===== config.mk =====
export PLATFORM = sky130hd
export DESIGN_NAME = host_port
export DESIGN_NICKNAME = d
export VERILOG_FILES = /design/src/logic/nic_pkg.sv /design/src/logic/host_port.sv
export SDC_FILE = /design/constraint.sdc
export NUM_CORES = 1
export LEC_CHECK = 0
export BUFFER_PORTS_ARGS = -buffer_cell sky130_fd_sc_hd__buf_2
export CAP_MARGIN = 20
export CORE_AREA = 2 2 147 149
export CTS_CLUSTER_SIZE = 20
export DETAILED_ROUTE_END_ITERATION = 10
export DIE_AREA = 0 0 149 151
export PLACE_DENSITY = 0.61
export SLEW_MARGIN = 20
export SYNTH_ARGS = -nofsm -noshare
export SYNTH_HDL_FRONTEND = slang
export SYNTH_SLANG_ARGS = --single-unit

===== constraint.sdc =====
create_clock -name clk_i -period 2.6 [get_ports clk_i]
set_input_delay 0.26 -clock clk_i [delete_from_list [all_inputs] [get_ports clk_i]]
set_output_delay 0.26 -clock clk_i [all_outputs]
set_load 0.05 [all_outputs]

===== src/logic/nic_pkg.sv =====
// =========================================================================
// Ring sizes and slot formats shared by every ring stage and the host port
// Node ids run from 1 to NODES, and id 0 is reserved for the host
// =========================================================================
`default_nettype none

package nic_pkg;

	// =========================================================================
	// Ring geometry
	// =========================================================================

	// Number of processing nodes on the ring
	localparam int NODES = 8;
	// Width of the source and destination id fields
	localparam int ID_W = 6;
	// Registers held by each node
	localparam int REGS = 16;
	// Register address width follows from the register count
	localparam int ADDR_W = $clog2(REGS);
	// Width of the lap counter carried by requests
	localparam int AGE_W = 4;
	// Payload width of a request or response
	localparam int DATA_W = 32;
	// Width of the interrupt cause field
	localparam int CAUSE_W = 8;

	// Responses are always addressed to the host
	localparam logic [ID_W-1:0] HOST_ID = '0;
	// A write to this register raises an interrupt
	localparam logic [ADDR_W-1:0] IRQ_REG = 4'd15;
	// A request seen by the ager with this age is dropped
	localparam logic [AGE_W-1:0] AGE_MAX = 4'd15;

	// =========================================================================
	// Slot formats
	// =========================================================================

	// Requests use the first two codes and responses the last two
	typedef enum logic [1:0] {
		PKT_WR    = 2'd0,
		PKT_RD    = 2'd1,
		PKT_WACK  = 2'd2,
		PKT_RDATA = 2'd3
	} pkt_type_t;

	// Slot on the request and response rings, 55 bits in all
	typedef struct packed {
		logic              valid;
		logic [ID_W-1:0]   did;
		logic [ID_W-1:0]   sid;
		pkt_type_t         typ;
		logic [AGE_W-1:0]  age;
		logic [ADDR_W-1:0] addr;
		logic [DATA_W-1:0] data;
	} packet_t;

	// Slot on the interrupt ring
	typedef struct packed {
		logic               valid;
		logic [ID_W-1:0]    sid;
		logic [CAUSE_W-1:0] cause;
	} ipacket_t;

endpackage

`default_nettype wire

===== src/logic/host_port.sv =====
// =========================================================================
// Host side of the ring, one outstanding request, no handshake beyond busy
// Ring path is combinational here, so it adds no clock to a lap
// =========================================================================
`timescale 1ns/1ns
`default_nettype none

module host_port (
	input  wire logic              clk_i,
	input  wire logic              rst_i,
	input  wire logic              cmd_valid_i,
	input  wire nic_pkg::packet_t  cmd_i,
	output logic                   busy_o,
	input  wire nic_pkg::packet_t  req_ring_i,
	input  wire nic_pkg::packet_t  rsp_ring_i,
	input  wire nic_pkg::ipacket_t irq_ring_i,
	output nic_pkg::packet_t       req_ring_o,
	output nic_pkg::packet_t       rsp_ring_o,
	output nic_pkg::ipacket_t      irq_ring_o,
	output nic_pkg::packet_t       rsp_o,
	output nic_pkg::ipacket_t      irq_o
);

	// Request waiting for a free slot
	nic_pkg::packet_t held;

	logic ins;
	logic rsp_take;

	// =========================================================================
	// Ring closure
	// =========================================================================

	// The held request drops into the first empty request slot
	assign ins = busy_o && !req_ring_i.valid;
	// Unclaimed requests go round again
	assign req_ring_o = ins ? held : req_ring_i;

	// Responses for the host end their trip here
	assign rsp_take = rsp_ring_i.valid && (rsp_ring_i.did == nic_pkg::HOST_ID);
	assign rsp_ring_o = rsp_take ? '0 : rsp_ring_i;

	// Every interrupt is for the host, so the ring leaves here empty
	assign irq_ring_o = '0;

	// =========================================================================
	// Request holding register
	// =========================================================================

	always_ff @(posedge clk_i) begin
		if (cmd_valid_i && !busy_o) begin
			held <= cmd_i;
			held.valid <= 1'b1;
			held.sid <= nic_pkg::HOST_ID;
			held.age <= '0;
		end
	end

	// Busy covers the cycles from acceptance until the slot is taken
	always_ff @(posedge clk_i) begin
		if (rst_i) begin
			busy_o <= 1'b0;
		end else if (cmd_valid_i && !busy_o) begin
			busy_o <= 1'b1;
		end else if (ins) begin
			busy_o <= 1'b0;
		end
	end

	// =========================================================================
	// Host strobes
	// =========================================================================

	// Each valid bit is high for exactly the clock after extraction
	always_ff @(posedge clk_i) begin
		if (rst_i) begin
			rsp_o <= '0;
			irq_o <= '0;
		end else begin
			rsp_o <= rsp_take ? rsp_ring_i : '0;
			irq_o <= irq_ring_i.valid ? irq_ring_i : '0;
		end
	end

endmodule

`default_nettype wire


# Word level (Yosys, flattened, before mapping)
# Cells that the tools add are included.
# word_totals
register_bits,115
inputBits,183
# op_classes
bitwise_logic,2
mux,5
n_reduce_logical,9
# ops
cell,n
55-bit 2-to-1 mux,2
15-bit 2-to-1 mux,1
6-bit zero test,1
2-bit OR reduction,2
1-bit logical AND,3
1-bit zero test,2
1-bit 2-to-1 mux,2
1-bit NOT,2
2-bit nonzero test,1

# Logic depth before layout (Yosys ltp)
# depth
depth_word,4
depth_mapped,5
depth_no_buf,2

# Worst setup path after synthesis
# Ideal clock, no wire load.
# synth_path
path_type,register to register
from,register busy_o
to,register held[0] in the netlist's numbering (enable)
required_time_ps,2150
setup_slack_ps,-384
arrival_ps,2534
period_less_slack_ps,2984
stages_incl_launch_ff,2
path_cell_list,dfxtp_1 -> nor2b_1
# synth_via
elab_chain_cells,2
# synth_lines
element,line,rtl
"start, declared",host_port.sv:13,"output logic busy_o,"
"start signal, assigned",host_port.sv:62,busy_o <= 1'b0;
"start signal, assigned",host_port.sv:64,busy_o <= 1'b1;
"start signal, assigned",host_port.sv:66,busy_o <= 1'b0;
1-bit zero test,host_port.sv:51,if (cmd_valid_i && !busy_o) begin
1-bit logical AND,host_port.sv:51,
"end signal, assigned",host_port.sv:52,held <= cmd_i;
"end, declared",host_port.sv:25,nic_pkg::packet_t held;
# Every way passes these cells.
# A chain may end at the register's enable or synchronous reset.

==> metrics <==
status finished, final reports clean; area share of the leading cell type in the synthesized netlist 31.83%; end point of the critical path req_ring_o[3]; placed wire-length estimate after detailed placement 11190 um; Wirelength per Cell 14.05 um; worst skew pair latency 0.40 ns; Largest stage delay, worst path 0.43 ns; Worst Reg2Reg Path Length in Cells 2; final critical-path share of the clock period 88.25%; commonest cells after routing, fill and taps aside sky130_fd_sc_hd__buf_2 (352), sky130_fd_sc_hd__dfxtp_1 (71), sky130_fd_sc_hd__inv_1 (48), sky130_fd_sc_hd__a21oi_1 (48); number of inserted diodes 0; most area-consuming cells after synthesis sky130_fd_sc_hd__dfxtp_1 (32%), sky130_fd_sc_hd__edfxtp_1 (30%), sky130_fd_sc_hd__mux2_2 (11%); Final Wtd Congestion 0.7484; vertical die dimension 151 um; number of global-route vias before repair 3881; Syn Inst Count 390; most common library cell in the layout ignoring fill and taps sky130_fd_sc_hd__buf_2; Clock Skew 0.006474 ns; number of fill cells in the layout 2137; maximum resistive drop on vdd 0.0003870 V; net total in the final layout 935; slew of the pin with the lowest slew margin 0.7161 ns; dominant cell type by area after synthesis sky130_fd_sc_hd__dfxtp_1; clock period minus worst slack 2.295 ns; number of buffer and inverter stages on the critical path 2; highest attainable clock frequency 0.4358 GHz; element type at the critical path end output pin; post-route cell area 0.007178 mm^2; Max transition margin 52.16%; core region area 0.02082 mm^2; register-to-register setup slack 1.16 ns; share of post-route cells with drive strength above 1 58.56%; cell class contributing the biggest share of worst-path delay buffers and inverters; standard-cell row count 53; ordered cell list for the critical path nor2b_4, buf_4, mux2_2, buf_2; Mapped Avg Cell Area 11.45 um^2; register clock-pin slew on the reported worst setup and hold paths 0.05 ns; number of pins with negative max-slew slack in the final report 0; Port-buffer cells 352; first-pass GRT wire length 20570 um; setup repair after global routing missed its margin false; clock buffers created by TritonCTS 17; startpoint type of the worst setup path flop; endpoint of the most critical register-to-register path held[32]$_DFFE_PP_; total congestion overflow 0; overall routing resource usage 12.29%; flops & latches, synth 115; final setup violation count 0; post-synth cell types 24; antenna violations before repair 1; count of clock tree sinks 115; total power divided by cell area 712.0 mW/mm^2; Max FO, Critical Path 31; Syn Std Cell Area 0.004466 mm^2; Clk Tree Root Cell sky130_fd_sc_hd__clkbuf_16; maxcap violations 0; TNS Setup 0 ns; vias per cell 3.975; via count 4134; cell leakage power 0.003538 uW; effective utilization at floorplan 21.45%; H-tree levels 4; Worst R2R Start busy_o$_SDFFE_PP0P_; number of stages on the worst setup path 4; class of the worst hold path input port to flop; Crit path arrival time 2.03 ns; number of buffers inserted to repair setup after CTS 0; count of boundary I/O pins 379; largest net degree at the start of global routing 50; worst-case clock buffer depth 2; count of antenna-violating nets left after detailed routing 0; slowest CP cell sky130_fd_sc_hd__dfxtp_1; count of unresolved DRC violations after routing 0; Iteration-0 DRC Markers 82; Critical Path Start busy_o$_SDFFE_PP0P_; drt first pass iters 4; endpoints failing hold 0; Detailed Route WL 14620 um; type of the setup path with the least slack flop to output pin; die width 149 um; Req. time, crit path 2.34 ns; clock tree from TritonCTS yes; DP Area 0.006484 mm^2; part of the Yosys area used for sequential elements 61.42%; Area Overhead vs Synth 60.75%; die area 0.02250 mm^2; Yosys warnings 0
==> report_power, final <==
part / internal (uW) / total, uW / switching [uW]
combinational: 276 / 997 / 721
clock: 1350 / 2160 / 807
sequential: 1940 / 1960 / 16.5
total: 3570 / 5110 / 1540
==> timing repair <==
item,in CTS,in global routing
resized for setup,0,0
hold endpoints to repair,13,1
hold buffers,13,1
==> registers in the layout (all words and copies together), names as in the netlist <==
name and cells:
rsp_o 55, held 44, irq_o 15, busy_o 1
==> worst min-delay path by stage <==
stage | startpoint | endpoint | depth (start not counted)
finish | cmd_i[15] | held[15]$_DFFE_PP_ | 1
global route | cmd_i[50] | held[50]$_DFFE_PP_ | 1
CTS | cmd_i[8] | held[8]$_DFFE_PP_ | 1
detailed placement | cmd_i[25] | held[25]$_DFFE_PP_ | 1
global placement | cmd_i[8] | held[8]$_DFFE_PP_ | 1
floorplan | rst_i | busy_o$_SDFFE_PP0P_ | 1
==> per-layer routing <==
metal | GRT usage, % | up-vias | share of wire [%]
met4 | 4.952 | 2 | 1.5
met2 | 21.24 | 247 | 49
met3 | 4.849 | 14 | 9.9
met1 | 13.53 | 1879 | 39
li1 | - | 1992 | -
met5 | 0 | - | 0.089
==> logic make-up after synthesis <==
kind of cell	count (synthesis)	synth area share (%)
other cells	1	0.08398
buf+inv	98	10.31
simple gates	82	11.29
mux	45	11.32
compound gates	49	5.576
flops	115	61.42
==> area by class of cell <==
cell class / instances / area [um^2] / area share [%]
sequential: 115 / 2743 / 38.21
timing repair buffer: 373 / 1992 / 27.75
multi-input combinational: 197 / 1365 / 19.02
clock buffer: 24 / 504.2 / 7.025
tap: 275 / 344.1 / 4.793
inverter: 48 / 180.2 / 2.510
clock inverter: 8 / 50.05 / 0.6972
==> worst reg2reg max path, cell delays in order, from the launching register on <==
cell and delay (ns):
sky130_fd_sc_hd__dfxtp_1 0.36, sky130_fd_sc_hd__nor2b_4 0.50, sky130_fd_sc_hd__buf_12 0.27
==> metrics by stage <==
step | total power, uW | util (%) | hold slack (ns) | instances | setup WS [ns]
final | 5111 | 34.47 | 0.03472 | 1040 | 0.3055
after CTS | 5201 | 34.42 | 0.00003741 | 1039 | 0.2599
after detailed placement | 2972 | 31.14 | 0.4384 | 994 | 0.6512
after floorplan | 2695 | - | 0.3324 | 410 | 0.4459
after global routing | 5337 | 34.47 | 0.001545 | 1040 | 0.2219
after global placement | 2967 | 31.14 | 0.4370 | 994 | 0.6838
==> Yosys cell counts (all sizes together) <==
cell / instances
and2: 14
o31a: 1
or4: 1
edfxtp: 44
a21oi: 48
dfxtp: 71
inv: 48
nor4: 1
nor2b: 13
nor3b: 1
or2: 1
buf: 33
mux2: 44
nor2: 2
nor3: 48
mux2i: 1
clkbuf: 17
or4b: 1
conb: 1
Power figures use the tool's default switching activity.
